$ cat config.mk
export PLATFORM = sky130hd
export DESIGN_NAME = i2cMaster
export DESIGN_NICKNAME = d
export VERILOG_FILES = /design/src/i2cPkg.sv /design/src/i2cCmdDecode.sv /design/src/i2cBitTimer.sv /design/src/i2cSdaDriver.sv /design/src/i2cMaster.sv
export SDC_FILE = /design/constraint.sdc
export NUM_CORES = 1
export LEC_CHECK = 0
export ABC_CLOCK_PERIOD_IN_PS = 2050
export BUFFER_PORTS_ARGS = -buffer_cell sky130_fd_sc_hd__buf_2
export CORE_MARGIN = 10
export CORE_UTILIZATION = 56
export DETAILED_ROUTE_END_ITERATION = 10
export HOLD_SLACK_MARGIN = 0.08
export PLACE_DENSITY = 0.77
export SYNTH_ARGS = -nofsm -noshare
export SYNTH_HDL_FRONTEND = slang
export SYNTH_SLANG_ARGS = --single-unit
$ cat constraint.sdc
create_clock -name clk -period 2.05 [get_ports clk]
set_clock_uncertainty 0.05 [all_clocks]
set_input_delay 0.205 -clock clk [delete_from_list [all_inputs] [get_ports clk]]
set_output_delay 0.205 -clock clk [all_outputs]
set_load 0.05 [all_outputs]
$ cat src/i2cPkg.sv
// Shared bus timing constants, operation kind type and open-drain level names

`default_nettype none

package i2cPkg;

  // ------------------------------------------------
  // Bus rate
  // ------------------------------------------------
  localparam int QuarterCycles = 8; // clk cycles per quarter bit, small for simulation
  localparam int QuarterCntWidth = (QuarterCycles > 1) ? $clog2(QuarterCycles) : 1;

  // Operation lengths in quarters
  localparam int StartQuarters = 4; // Single bit time
  localparam int StopQuarters = 4;  // Single bit time
  localparam int DataWidth = 8;     // Byte width
  localparam int ByteQuarters = (DataWidth + 1) * 4; // Eight data bits plus ack, 36

  // Quarter index has to reach the last quarter of a byte
  localparam int QuarterIdxWidth = $clog2(ByteQuarters);

  // ------------------------------------------------
  // Clock stretching
  // ------------------------------------------------
  // Cycles of released-but-low SCL before the divider pauses
  localparam int StretchFilterLen = 3;
  localparam int StretchCntWidth = $clog2(StretchFilterLen + 1); // Counts up to the limit

  // Operation kinds the master can run
  typedef enum logic [1:0] {
    OpStart = 2'd0, // Start condition
    OpStop  = 2'd1, // Stop condition
    OpByte  = 2'd2  // Byte write with ack
  } OpKind_t;

  // Open-drain levels, never driven high on the pad
  localparam logic LineReleased = 1'b1;
  localparam logic LinePulled = 1'b0;

endpackage

`default_nettype wire

$ cat src/i2cCmdDecode.sv
// Command strobe decode, active operation tracking and bus-master flag

`timescale 1ns/1ps
`default_nettype none

module i2cCmdDecode import i2cPkg::*; (
  input  logic                 clk,
  input  logic                 reset,
  input  logic                 startStrb_i,  // Request start condition
  input  logic                 stopStrb_i,   // Request stop condition
  input  logic                 txStrb_i,     // Request byte write
  input  logic [DataWidth-1:0] txData_i,     // Byte for the write
  input  logic                 opDone_i,     // Operation finished, from timer
  output OpKind_t              opKind_o,     // Kind of the running operation
  output logic                 opActive_o,   // Operation in flight
  output logic                 opLaunch_o,   // Pulse when accepted
  output logic [DataWidth-1:0] txByte_o,     // Byte held for the whole write
  output logic                 busMaster_o   // We own the bus
);

  logic    anyStrb;   // Some command requested
  logic    accept;    // Request taken this cycle
  OpKind_t nextKind;  // Kind after priority

  // ------------------------------------------------
  // Accept logic
  // ------------------------------------------------
  assign anyStrb = startStrb_i | stopStrb_i | txStrb_i;
  assign accept  = anyStrb & ~opActive_o; // Busy drops strobes on the floor

  // Stop wins over start, start over byte
  always_comb begin
    if (stopStrb_i)
      nextKind = OpStop;
    else if (startStrb_i)
      nextKind = OpStart;
    else
      nextKind = OpByte;
  end

  // Kind, active level and launch pulse
  always_ff @(posedge clk) begin
    if (reset) begin
      opKind_o   <= OpStart;
      opActive_o <= 1'b0;
      opLaunch_o <= 1'b0;
    end else begin
      opLaunch_o <= accept; // One cycle after the strobe
      if (accept) begin
        opKind_o   <= nextKind;
        opActive_o <= 1'b1;
      end else if (opDone_i) begin
        opActive_o <= 1'b0; // Low the cycle after done
      end
    end
  end

  // Byte is only captured for a write
  always_ff @(posedge clk) begin
    if (accept && nextKind == OpByte)
      txByte_o <= txData_i;
  end

  // Bus ownership from start launch to stop completion
  always_ff @(posedge clk) begin
    if (reset)
      busMaster_o <= 1'b0;
    else if (accept && nextKind == OpStart)
      busMaster_o <= 1'b1;
    else if (opDone_i && opKind_o == OpStop)
      busMaster_o <= 1'b0; // Released only once stop is on the wire
  end

endmodule

`default_nettype wire

$ cat src/i2cBitTimer.sv
// Quarter-bit divider, quarter index, SCL pattern, stretch filter and operation end

`timescale 1ns/1ps
`default_nettype none

module i2cBitTimer import i2cPkg::*; (
  input  logic                       clk,
  input  logic                       reset,
  input  OpKind_t                    opKind_i,      // Running operation kind
  input  logic                       opActive_i,    // Operation in flight
  input  logic                       opLaunch_i,    // Operation accepted
  input  logic                       sclIn_i,       // SCL as seen on the bus
  output logic                       sclOut_o,      // SCL drive, 1 is released
  output logic                       quarterTick_o, // End of a quarter
  output logic [QuarterIdxWidth-1:0] quarterIdx_o,  // Current quarter of the op
  output logic                       opDone_o       // Pulse after the last quarter
);

  logic [QuarterCntWidth-1:0] divCnt;      // Cycles within the quarter
  logic [StretchCntWidth-1:0] stretchCnt;  // Consecutive stretched cycles
  logic [QuarterIdxWidth-1:0] lastIdx;     // Final quarter for this kind
  logic                       running;     // Quarters are being timed
  logic                       sclHeldLow;  // Slave holding SCL against us
  logic                       stalled;     // Divider frozen
  logic                       lastQuarter; // In the final quarter
  logic                       sclNext;     // SCL level for current quarter

  // Not in the launch cycle, and not once done has fired
  assign running = opActive_i & ~opLaunch_i & ~opDone_o;

  // ------------------------------------------------
  // Stretch filter
  // ------------------------------------------------
  // We let go of SCL but it still reads low
  assign sclHeldLow = (sclOut_o == LineReleased) && (sclIn_i == LinePulled);
  assign stalled    = (stretchCnt == StretchCntWidth'(StretchFilterLen));

  always_ff @(posedge clk) begin
    if (reset)
      stretchCnt <= '0;
    else if (!sclHeldLow)
      stretchCnt <= '0;              // Any high reading restarts the filter
    else if (!stalled)
      stretchCnt <= stretchCnt + 1'b1; // Saturates at the limit
  end

  // ------------------------------------------------
  // Quarter divider
  // ------------------------------------------------
  assign quarterTick_o = running & ~stalled &
                         (divCnt == QuarterCntWidth'(QuarterCycles - 1));

  always_ff @(posedge clk) begin
    if (reset) begin
      divCnt <= '0;
    end else if (opLaunch_i) begin
      divCnt <= '0; // Quarter 0 starts next cycle
    end else if (running && !stalled) begin
      if (quarterTick_o)
        divCnt <= '0;
      else
        divCnt <= divCnt + 1'b1;
    end
  end

  // Length of each operation kind
  always_comb begin
    case (opKind_i)
      OpStart: lastIdx = QuarterIdxWidth'(StartQuarters - 1);
      OpStop:  lastIdx = QuarterIdxWidth'(StopQuarters - 1);
      default: lastIdx = QuarterIdxWidth'(ByteQuarters - 1);
    endcase
  end

  assign lastQuarter = (quarterIdx_o == lastIdx);

  // Quarter index, held at the last quarter after the final tick
  always_ff @(posedge clk) begin
    if (reset)
      quarterIdx_o <= '0;
    else if (opLaunch_i)
      quarterIdx_o <= '0;
    else if (quarterTick_o && !lastQuarter)
      quarterIdx_o <= quarterIdx_o + 1'b1;
  end

  // Done one cycle after the last quarter ends
  always_ff @(posedge clk) begin
    if (reset)
      opDone_o <= 1'b0;
    else
      opDone_o <= quarterTick_o & lastQuarter;
  end

  // ------------------------------------------------
  // SCL pattern
  // ------------------------------------------------
  always_comb begin
    case (opKind_i)
      // High for the SDA fall, then low
      OpStart: sclNext = (quarterIdx_o < QuarterIdxWidth'(2)) ? LineReleased : LinePulled;
      // Low one quarter, then high for the SDA rise
      OpStop:  sclNext = (quarterIdx_o == '0) ? LinePulled : LineReleased;
      // Low in first half of the bit, high in second half
      default: sclNext = quarterIdx_o[1] ? LineReleased : LinePulled;
    endcase
  end

  // Registered drive, holds between operations
  always_ff @(posedge clk) begin
    if (reset)
      sclOut_o <= LineReleased;
    else if (running)
      sclOut_o <= sclNext;
  end

endmodule

`default_nettype wire

$ cat src/i2cSdaDriver.sv
// SDA pattern per operation, byte shift-out and acknowledge capture

`timescale 1ns/1ps
`default_nettype none

module i2cSdaDriver import i2cPkg::*; (
  input  logic                       clk,
  input  logic                       reset,
  input  OpKind_t                    opKind_i,      // Running operation kind
  input  logic                       opActive_i,    // Operation in flight
  input  logic                       opLaunch_i,    // Operation accepted
  input  logic                       quarterTick_i, // End of a quarter
  input  logic [QuarterIdxWidth-1:0] quarterIdx_i,  // Current quarter of the op
  input  logic [DataWidth-1:0]       txByte_i,      // Byte to send
  input  logic                       sdaIn_i,       // SDA as seen on the bus
  output logic                       sdaOut_o,      // SDA drive, 1 is released
  output logic                       txNack_o       // Last ack level, 1 is NACK
);

  logic [DataWidth-1:0] shiftReg; // MSB is the bit on the wire
  logic                 running;  // Pattern is being driven
  logic                 bitEnd;   // Tick that enters the next bit
  logic                 ackTick;  // Tick that enters quarter 35
  logic                 sdaNext;  // SDA level for current quarter

  assign running = opActive_i & ~opLaunch_i;

  // Bit boundary, four quarters per bit
  assign bitEnd  = quarterTick_i & (quarterIdx_i[1:0] == 2'd3);
  assign ackTick = quarterTick_i & (quarterIdx_i == QuarterIdxWidth'(ByteQuarters - 2));

  // ------------------------------------------------
  // Byte shift-out
  // ------------------------------------------------
  always_ff @(posedge clk) begin
    if (opLaunch_i)
      shiftReg <= txByte_i;
    else if (bitEnd && opKind_i == OpByte)
      // Released level fills in, so bit 8 leaves SDA free for the ack
      shiftReg <= {shiftReg[DataWidth-2:0], LineReleased};
  end

  // ------------------------------------------------
  // SDA pattern
  // ------------------------------------------------
  always_comb begin
    case (opKind_i)
      // Falls in quarter 1 while SCL is still high
      OpStart: sdaNext = (quarterIdx_i == '0) ? LineReleased : LinePulled;
      // Rises in quarter 2 after SCL went high
      OpStop:  sdaNext = (quarterIdx_i < QuarterIdxWidth'(2)) ? LinePulled : LineReleased;
      default: sdaNext = shiftReg[DataWidth-1];
    endcase
  end

  // Registered drive, lags the index like SCL does
  always_ff @(posedge clk) begin
    if (reset)
      sdaOut_o <= LineReleased;
    else if (running)
      sdaOut_o <= sdaNext;
  end

  // ------------------------------------------------
  // Acknowledge capture
  // ------------------------------------------------
  always_ff @(posedge clk) begin
    if (reset)
      txNack_o <= 1'b0;
    else if (opLaunch_i)
      txNack_o <= 1'b0; // Fresh result per operation
    else if (ackTick && opKind_i == OpByte)
      txNack_o <= sdaIn_i; // Sampled mid high phase of bit 8
  end

endmodule

`default_nettype wire

$ cat src/i2cMaster.sv
// Two-wire bus master top level with command decode, bit timer and SDA driver

`timescale 1ns/1ps
`default_nettype none

module i2cMaster import i2cPkg::*; (
  input  logic                 clk,
  input  logic                 reset,

  // Command side
  input  logic                 startStrb_i,  // Start condition request
  input  logic                 stopStrb_i,   // Stop condition request
  input  logic                 txStrb_i,     // Byte write request
  input  logic [DataWidth-1:0] txData_i,     // Byte to write
  output logic                 txDone_o,     // Operation complete pulse
  output logic                 txNack_o,     // No ack on last byte
  output logic                 busMaster_o,  // Bus owned

  // Open-drain lines, 1 released and 0 pulled
  input  logic                 sclIn_i,
  input  logic                 sdaIn_i,
  output logic                 sclOut_o,
  output logic                 sdaOut_o
);

  OpKind_t                    opKind;      // Running operation
  logic                       opActive;    // Operation in flight
  logic                       opLaunch;    // Operation accepted
  logic [DataWidth-1:0]       txByte;      // Held write byte
  logic                       quarterTick; // Quarter boundary
  logic [QuarterIdxWidth-1:0] quarterIdx;  // Quarter within the op

  // ------------------------------------------------
  // Decode
  // ------------------------------------------------
  i2cCmdDecode u_cmdDecode (
    .clk         (clk),
    .reset       (reset),
    .startStrb_i (startStrb_i),
    .stopStrb_i  (stopStrb_i),
    .txStrb_i    (txStrb_i),
    .txData_i    (txData_i),
    .opDone_i    (txDone_o),   // Done pulse closes the operation
    .opKind_o    (opKind),
    .opActive_o  (opActive),
    .opLaunch_o  (opLaunch),
    .txByte_o    (txByte),
    .busMaster_o (busMaster_o)
  );

  // ------------------------------------------------
  // Timing and SCL
  // ------------------------------------------------
  i2cBitTimer u_bitTimer (
    .clk           (clk),
    .reset         (reset),
    .opKind_i      (opKind),
    .opActive_i    (opActive),
    .opLaunch_i    (opLaunch),
    .sclIn_i       (sclIn_i),
    .sclOut_o      (sclOut_o),
    .quarterTick_o (quarterTick),
    .quarterIdx_o  (quarterIdx),
    .opDone_o      (txDone_o)
  );

  // SDA and ack result
  i2cSdaDriver u_sdaDriver (
    .clk           (clk),
    .reset         (reset),
    .opKind_i      (opKind),
    .opActive_i    (opActive),
    .opLaunch_i    (opLaunch),
    .quarterTick_i (quarterTick),
    .quarterIdx_i  (quarterIdx),
    .txByte_i      (txByte),
    .sdaIn_i       (sdaIn_i),
    .sdaOut_o      (sdaOut_o),
    .txNack_o      (txNack_o)
  );

endmodule

`default_nettype wire

==> results of run 1 <==
[cell families after synthesis]
| logic type | synth area share |
|---|---|
| AOI/OAI and AO/OA | 0.101 |
| and+or+nand+nor | 0.192 |
| xor gates and xnor gates | 0.0107 |
| adders and majority gates | 0.0457 |
| muxes | 0.0785 |
| DFF | 0.537 |
| buffers and inverters | 0.0358 |
[layer usage]
metal,global-route usage,routed length [um],vias up
met1,0.165,1510,608
met2,0.212,1650,22
li1,-,-,619
met4,0.0663,62,0
met3,0.0479,141,7
met5,0,0,-
[final timing paths]
| path | end | depth (start not counted) | slack, ns |
|---|---|---|---|
| setup / recovery | u_bitTimer.quarterIdx_o[4] | 4 | 0.08 |
| hold / removal | u_cmdDecode.busMaster_o | 3 | 0.1 |
| setup reg to reg | u_bitTimer.quarterIdx_o[4] | 4 | 0.08 |
| hold reg to reg | u_bitTimer.divCnt[2] | 2 | 0.42 |
[area by class of cell]
| cell class | instances | area [um2] |
|---|---|---|
| tap | 31 | 38.8 |
| sequential | 36 | 881 |
| multi-input combinational | 101 | 702 |
| clock inverter | 2 | 35.0 |
| clock buffer | 6 | 41.3 |
| timing repair buffer | 35 | 243 |
| fill | 223 | 818 |
| inverter | 6 | 22.5 |
[registers in the layout, summed over array words and instances, names as in the netlist]
| register | flops |
|---|---|
| u_bitTimer.divCnt | 3 |
| u_cmdDecode.busMaster_o | 1 |
| u_cmdDecode.opLaunch_o | 1 |
| u_bitTimer.opDone_o | 1 |
| u_bitTimer.sclOut_o | 1 |
| u_sdaDriver.shiftReg | 8 |
| u_bitTimer.stretchCnt | 2 |
| u_cmdDecode.opKind_o | 2 |
| u_sdaDriver.txNack_o | 1 |
| u_cmdDecode.txByte_o | 8 |
| u_cmdDecode.opActive_o | 1 |
| u_bitTimer.quarterIdx_o | 6 |
| u_sdaDriver.sdaOut_o | 1 |
[power groups by stage]
| stage | combinational [mW] | sequential, mW | clock [mW] |
|---|---|---|---|
| 2_1_floorplan | 0.133 | 0.838 | 0 |
| 4_1_cts | 0.212 | 0.818 | 0.501 |
| 5_1_grt | 0.234 | 0.822 | 0.543 |
| 6_report | 0.212 | 0.818 | 0.493 |
| 3_3_place_gp | 0.189 | 0.832 | 0 |
| 3_5_place_dp | 0.195 | 0.834 | 0 |
[critical path, cell delays in order, from the launching register on]
cell	delay, ns
dfxtp_1	0.33
ha_1	0.21
or4b_4	0.63
or4_1	0.53
a21oi_1	0.15
[cells in the final DEF (no fill, tap or decap), types with 4 or more instances in the layout]
master          n
a21oi_1         6
buf_2          19
buf_4           5
clkbuf_4        5
dfxtp_1        20
dlygate4sd3_1  11
edfxtp_1       16
ha_1            6
inv_1           6
mux2_2          7
mux2i_1         5
nand2_1        15
nand2b_1        4
nor2_1         12
nor3_1          4
or3_1           4
[what timing repair did]
action,4_1_cts,5_1_grt
hold buffers,11,0
setup buffers,0,0
endpoints found under the hold margin,11,0
[metrics by stage]
stage | utilization | power (mW)
6_report | 0.706 | 1.52
2_1_floorplan | - | 0.971
5_1_grt | 0.706 | 1.60
4_1_cts | 0.706 | 1.53
3_5_place_dp | 0.639 | 1.03
3_3_place_gp | 0.639 | 1.02
==> impl_metrics.tcl, run 1 <==
set metrics [dict create \
    worstSetupPathType "reg -> reg" \
    drive_gt1_frac 0.226 \
    antenna_found_initial 0 \
    cts_buffers 5 \
    wirelength_um 3360 \
    fin_cells 217 \
    cts_tree "yes" \
    tightest_slew_ns 0.477 \
    cp_max_fo 14 \
    cts_resized 0 \
    grt_usage 0.136 \
    start_kind "flip-flop" \
    area_growth_pct 19.6 \
    ys_seq_elements 36 \
    synth-edff-count 16 \
    routabilityCongestion 0.808 \
    fin_crit_sh 0.960 \
    power.internal_mw 1.15 \
    p_clk_frac 0.324 \
    yosysSeqAreaShare 0.537 \
    diodes 0 \
    syn_area_mm2 0.00164 \
    min_period_ns 1.97 \
    start_util 0.590 \
    synth_cell_types 46 \
    vias 1256 \
    ys.warnings.count 0 \
    portBuffers 19 \
    grt_pass1_wl_um 5760 \
    wl_per_cell_um 15.5 \
    synth_nets 171 \
    cp_data_required_time_ns 2.28 \
    async_flop_share 0 \
    crit_arrival_ns 2.20 \
    synth_most_common_cell "dfxtp_1" \
    rsz0062_at_grt "false" \
    cts_sinks 36 \
    switching_share 0.246 \
    place_area_mm2 0.00178 \
    rows 19 \
    ctsRootBufferMaster "clkbuf_4" \
    synth_common_cells "dfxtp_1, edfxtp_1, nand2_1" \
    firstDrtPassIters 5 \
    finalWorstSetupSlack_ns 0.0816 \
    gr-total-overflow 0 \
    fp.dieArea_mm2 0.00550 \
    vias_per_cell 5.79 \
    post-place-ws_ns 0.0912 \
    fin_setup_tns_ns 0 \
    p_sw_mw 0.375 \
    comb_power_share 0.139 \
    synth_top_area_frac 0.293 \
    peakVddDrop_mv 0.832 \
    dp_hpwl_um 2410 \
    grt_pass1_vias 1258 \
    max-slew-margin-rel 0.680 \
    fmax_ghz 0.508 \
    hp-class "in -> reg" \
    whs_ns 0.0995 \
    setup_viol 0 \
    synth.avg_cell_area_um2 10.9 \
    fin_area_mm2 0.00196 \
    rr_startpoint "u_bitTimer.stretchCnt[0]" \
    dieWidth_um 74.1 \
    grt_max_degree 16 \
    dp_cells 198 \
    hold_viol 0 \
    synth_ff_type "dfxtp_1" \
    synth_top_area_cell "edfxtp_1" \
    clkLatencyLatePin_ns 0.35 \
    h-tree-depth 2 \
    drt_iter0_drc 39 \
    post-route-drc-count 0 \
    status "finished clean" \
    power.density_mw_per_mm2 776 \
    drv_slew 0 \
    final_nets 206 \
    design.core.area_mm2 0.00278 \
    ant_nets 0 \
    worstHoldStart "startStrb_i" \
    p_leak_nw 0.769 \
    ios 20 \
    end_kind "flip-flop" \
    max_cap_violations 0 \
    syn_inst 150 \
    cp-startpoint "u_bitTimer.stretchCnt[0]" \
    cts_max_path_buffers 2 \
    seqPwrFrac 0.537 \
    fp.dieH_um 74.1 \
    synthTopCellsByArea "edfxtp_1, dfxtp_1, mux2_2" \
    clk_pin_slew_worst_paths_ns 0.11 \
]
Note: power is estimated with default switching activity, not from simulation.
==> inputs of run 2 (changes only) <==
Settings changed: CELL_PAD_IN_SITES_DETAIL_PLACEMENT set to 1, CELL_PAD_IN_SITES_GLOBAL_PLACEMENT set to 2, CORE_UTILIZATION 56 to 37, PLACE_DENSITY 0.77 to unset, PLACE_DENSITY_LB_ADDON set to 0.1.
==> run 2 against run 1 <==
  * Via count shrank 0.88%
  * Non-clock buffer count shrank 3
  * Routed wire length is 17% higher
  * Register-to-register slack improved by 0.06 ns
  * Worst hold slack improved by 0.014 ns
  * Die area increased by 36%
  * Total power rose by 8.6%
  * Cell count increased by 8.3%
  * Largest power group unchanged
==> impl_metrics.tcl, run 2 (same netlist as run 1, synthesis figures left out) <==
set metrics [dict create \
    gr-total-overflow 0 \
    regToRegSetupSlack_ns 0.14 \
    post_cts_buffers 0 \
    rows 24 \
    hp-class "in -> reg" \
    drt_iter0_drc 61 \
    routabilityCongestion 0.756 \
    tightest_slew_ns 0.527 \
    grt.met3_usage 0.0328 \
    layout_commonest_cell "dfxtp_1" \
    drv_slew 0 \
    drive_gt1_frac 0.240 \
    fin_setup_tns_ns 0 \
    h-tree-depth 2 \
    cts_max_path_buffers 2 \
    fin_crit_sh 0.932 \
    grt_use_met1 0.126 \
    cts_sinks 36 \
    vias_per_cell 5.30 \
    multi_input_area_um2 709 \
    post-route-drc-count 0 \
    fin_area_mm2 0.00200 \
    critical_path.cell_chain "ha_1, or4b_4, or4_1, a21oi_1" \
    peakVddDrop_mv 0.392 \
    ctsRootBufferMaster "clkbuf_8" \
    grt_usage 0.108 \
    status "finished clean" \
    start_kind "flip-flop" \
    busiest_layer "met2" \
    dieWidth_um 86.6 \
    clk_pin_slew_worst_paths_ns 0.08 \
    seqCellArea_um2 881 \
    wl_per_cell_um 16.7 \
    worstSetupPathType "reg -> reg" \
    final_cell_mix "dfxtp_1, buf_2, edfxtp_1" \
    grt_pass1_wl_um 6550 \
    max_cap_violations 0 \
    place_area_mm2 0.00180 \
    power.density_mw_per_mm2 828 \
    grt_pass1_vias 1351 \
    final_nets 203 \
    cp_max_fo 14 \
    reg.largest.list "u_cmdDecode.txByte_o x8, u_sdaDriver.shiftReg x8, u_bitTimer.quarterIdx_o x6" \
    clkLatencyLatePin_ns 0.29 \
    end_kind "flip-flop" \
    p_leak_nw 0.770 \
    n_fill_cell 493 \
    dp_hpwl_um 2820 \
    crit_arrival_ns 2.09 \
    start_util 0.380 \
    rsz0062_at_grt "false" \
    setup_viol 0 \
    wirelength_um 3930 \
    fp.dieH_um 86.6 \
    cpLargestDelayFamily "simple AND/OR/NAND/NOR gates" \
    slowest_delay_ns 0.58 \
    diodes 0 \
    portBuffers 19 \
    antenna_found_initial 0 \
    firstDrtPassIters 4 \
    max-slew-margin-rel 0.647 \
    use_met2 0.186 \
    hold_viol 0 \
    slowest_stage "or4b_4" \
    area_growth_pct 21.7 \
    min_period_ns 1.91 \
    crit_buf_inv 0 \
    ios 20 \
    cts_tree "yes" \
    grt_max_degree 16 \
    ant_nets 0 \
    fp.dieArea_mm2 0.00750 \
    cp_data_required_time_ns 2.23 \
    design.core.area_mm2 0.00432 \
    fmax_ghz 0.523 \
    vias 1245 \
    cts_buffers 5 \
]
## run 2: cell count changes in the layout (fill, tap and decap cells not counted)
cell           change
a41o_2             +1
clkbuf_4           -5
a41o_1             -1
dlygate4sd3_1      -3
nor4b_2            +1
clkbuf_8           +5
nor4b_1            -1
## run 2: power by group
part,total [mW],internal [mW],switching (mW)
clock network,0.619,0.361,0.258
logic,0.216,0.0973,0.119
registers,0.819,0.793,0.0259
## run 2: layout make-up
cell class,instances,share of cell area
Sequential cell,36,0.441
Tap cell,52,0.0326
Timing Repair Buffer,32,0.106
Multi-Input combinational cell,101,0.355
Clock inverter,2,0.0175
Clock buffer,6,0.0363
Inverter,6,0.0113
## run 2: worst paths after layout
kind / from / to / cells past startpoint
worst max-delay path: u_bitTimer.stretchCnt[0] / u_bitTimer.quarterIdx_o[4] / 4
worst min-delay path: sdaIn_i / u_sdaDriver.txNack_o / 3
worst max register to register: u_bitTimer.stretchCnt[0] / u_bitTimer.quarterIdx_o[4] / 4
worst min register to register: u_sdaDriver.txNack_o / u_sdaDriver.txNack_o / 2
## run 2: worst min-delay path: stages
cell     delay [ns]
buf_2          0.10
nand2_1        0.05
mux2i_1        0.06
## run 2: stage by stage
stage | power (mW) | hold slack, ns | util | setup slack (ns) | cells
6_report | 1.65 | 0.114 | 0.462 | 0.138 | 235
5_1_grt | 1.73 | 0.117 | 0.462 | 0.0119 | 235
4_1_cts | 1.67 | 0.116 | 0.460 | 0.0457 | 235
3_5_place_dp | 1.04 | 0.334 | 0.417 | 0.0506 | 219
3_3_place_gp | 1.03 | 0.332 | 0.417 | 0.145 | 219
2_1_floorplan | 0.971 | 0.254 | - | 0.172 | 150
## run 2: timing repair
action                                  4_1_cts  5_1_grt
hold buffers                                  8        0
endpoints found under the setup margin        0       11
endpoints found under the hold margin         8        0
gates resized for setup                       0        2
## run 2: per-layer routing
| layer | wire [um] | share of wire |
|---|---|---|
| met1 | 1720 | 0.44 |
| met5 | 0 | 0 |
| met2 | 2010 | 0.51 |
| met3 | 173 | 0.044 |
| met4 | 28 | 0.0071 |
==> inputs of run 3 (changes only) <==
Settings changed: ABC_CLOCK_PERIOD_IN_PS 2050 to 2200, CORE_UTILIZATION 37 to 40.
Clock period 2.05 ns to 2.2 ns, I/O delays scaled along.
==> run 3 against run 2 <==
  * Sequential share of layout area increased by 0.39 points
  * Highest routed layer unchanged
  * Worst hold slack improved by 0.022 ns
  * Non-clock buffer count decreased by 1
  * Worst setup slack improved by 0.042 ns
  * Via count decreased by 0.32%
  * Final area decreased by 0.88%
  * Count of clock-buffer cells in the layout unchanged
  * Die area decreased by 5.8%
  * Global-route usage increased by 0.25 points
  * Largest power group unchanged
==> impl_metrics.tcl, run 3 (same netlist as run 1, synthesis figures left out) <==
set metrics [dict create \
    status "finished clean" \
    slowest_delay_ns 0.65 \
    vias_per_cell 5.35 \
    max-slew-margin-rel 0.644 \
    reg.largest.list "u_cmdDecode.txByte_o x8, u_sdaDriver.shiftReg x8, u_bitTimer.quarterIdx_o x6" \
    design.core.area_mm2 0.00400 \
    dieWidth_um 84.1 \
    hp-class "in -> reg" \
    hold_viol 0 \
    vias 1241 \
    min_period_ns 2.02 \
    critical_path.cell_chain "ha_1, or4b_4, or4_1, a21oi_1" \
    portBuffers 19 \
    grt_usage 0.111 \
    cts_resized 0 \
    worstSetupPathType "reg -> reg" \
    fin_crit_sh 0.918 \
    cts_sinks 36 \
    use_met2 0.191 \
    clkLatencyLatePin_ns 0.29 \
    ios 20 \
    multi_input_area_um2 702 \
    post-place-ws_ns 0.196 \
    firstDrtPassIters 4 \
    cp_data_required_time_ns 2.37 \
    cp_max_fo 14 \
    h-tree-depth 2 \
    layout_commonest_cell "dfxtp_1" \
    grt_pass1_wl_um 6490 \
    gr-total-overflow 0 \
    fp.dieH_um 84.1 \
    cts_buffers 5 \
    fin_setup_tns_ns 0 \
    n_fill_cell 456 \
    ant_nets 0 \
    grt_use_met1 0.124 \
    fmax_ghz 0.495 \
    busiest_layer "met2" \
    grt_max_degree 16 \
    tightest_slew_ns 0.530 \
    finalWorstSetupSlack_ns 0.180 \
    crit_arrival_ns 2.19 \
    max_cap_violations 0 \
    clk_pin_slew_worst_paths_ns 0.07 \
    drive_gt1_frac 0.225 \
    drv_slew 0 \
    whs_ns 0.136 \
    cts_max_path_buffers 2 \
    post-route-drc-count 0 \
    area_growth_pct 20.7 \
    rsz0062_at_grt "false" \
    peakVddDrop_mv 0.332 \
    seqCellArea_um2 881 \
    diodes 0 \
    final_util 0.495 \
    p_leak_nw 0.764 \
    power.density_mw_per_mm2 773 \
    rows 23 \
    fp.dieArea_mm2 0.00707 \
    routabilityCongestion 0.708 \
    final_nets 202 \
    start_util 0.410 \
    setup_viol 0 \
    antenna_found_initial 0 \
    grt_pass1_vias 1358 \
    ctsRootBufferMaster "clkbuf_8" \
    slowest_stage "or4b_4" \
    drt_iter0_drc 47 \
    wl_per_cell_um 16.2 \
    end_kind "flip-flop" \
    cts_tree "yes" \
    dp_hpwl_um 2740 \
    grt.met3_usage 0.0332 \
    wirelength_um 3750 \
    start_kind "flip-flop" \
    final_cell_mix "dfxtp_1, buf_2, edfxtp_1" \
]
-- run 3: cell types whose count changed in the layout (fill, tap and decap cells not counted) --
cell     change
nor4b_2      -1
a41o_2       -1
nor4b_1      +1
a41o_1       +1
buf_4        -1
-- run 3: path summary, 6_finish.rpt --
kind	start	to	cells after the start	slack [ns]
worst max register to register	u_bitTimer.stretchCnt[0]	u_bitTimer.quarterIdx_o[4]	4	0.18
worst min-delay path	sdaIn_i	u_sdaDriver.txNack_o	3	0.14
worst max-delay path	u_bitTimer.stretchCnt[0]	u_bitTimer.quarterIdx_o[4]	4	0.18
worst min register to register	u_bitTimer.divCnt[2]	u_bitTimer.divCnt[2]	2	0.42
-- run 3: per-stage QoR --
step / total power [mW] / std cells / instance area (um2)
4_1_cts: 1.55 / 232 / 1980
5_1_grt: 1.60 / 232 / 1980
2_1_floorplan: 0.905 / 150 / 1640
3_5_place_dp: 0.966 / 216 / 1790
3_3_place_gp: 0.957 / 216 / 1790
6_report: 1.53 / 232 / 1980
-- run 3: report_power, final --
group | switching [mW] | internal [mW] | leakage [nW]
registers | 0.0234 | 0.739 | 0.309
clock network | 0.236 | 0.336 | 0.0552
logic | 0.107 | 0.0890 | 0.400
total | 0.367 | 1.16 | 0.764
-- run 3: critical path, delay by kind of cell, from the launching register on --
family          cells  cell delay (ns)
compound gates      1             0.15
fa+ha+maj           1             0.25
flops               1             0.32
simple gates        2             1.18
-- run 3: final cells by class --
class / instances / area share
Tap cell: 50 / 0.0316
Timing Repair Buffer: 31 / 0.104
Clock inverter: 2 / 0.0177
Multi-Input combinational cell: 101 / 0.354
Clock buffer: 6 / 0.0366
Sequential cell: 36 / 0.445
Inverter: 6 / 0.0114
-- run 3: timing repair --
action	4_1_cts	5_1_grt
hold endpoints to repair	8	0
buffers inserted	0	0
hold buffers	8	0
-- run 3: per-layer routing --
layer	up-vias	routed length, um
li1	613	-
met1	601	1670
met2	21	1870
met3	6	159
met4	0	55
met5	-	0
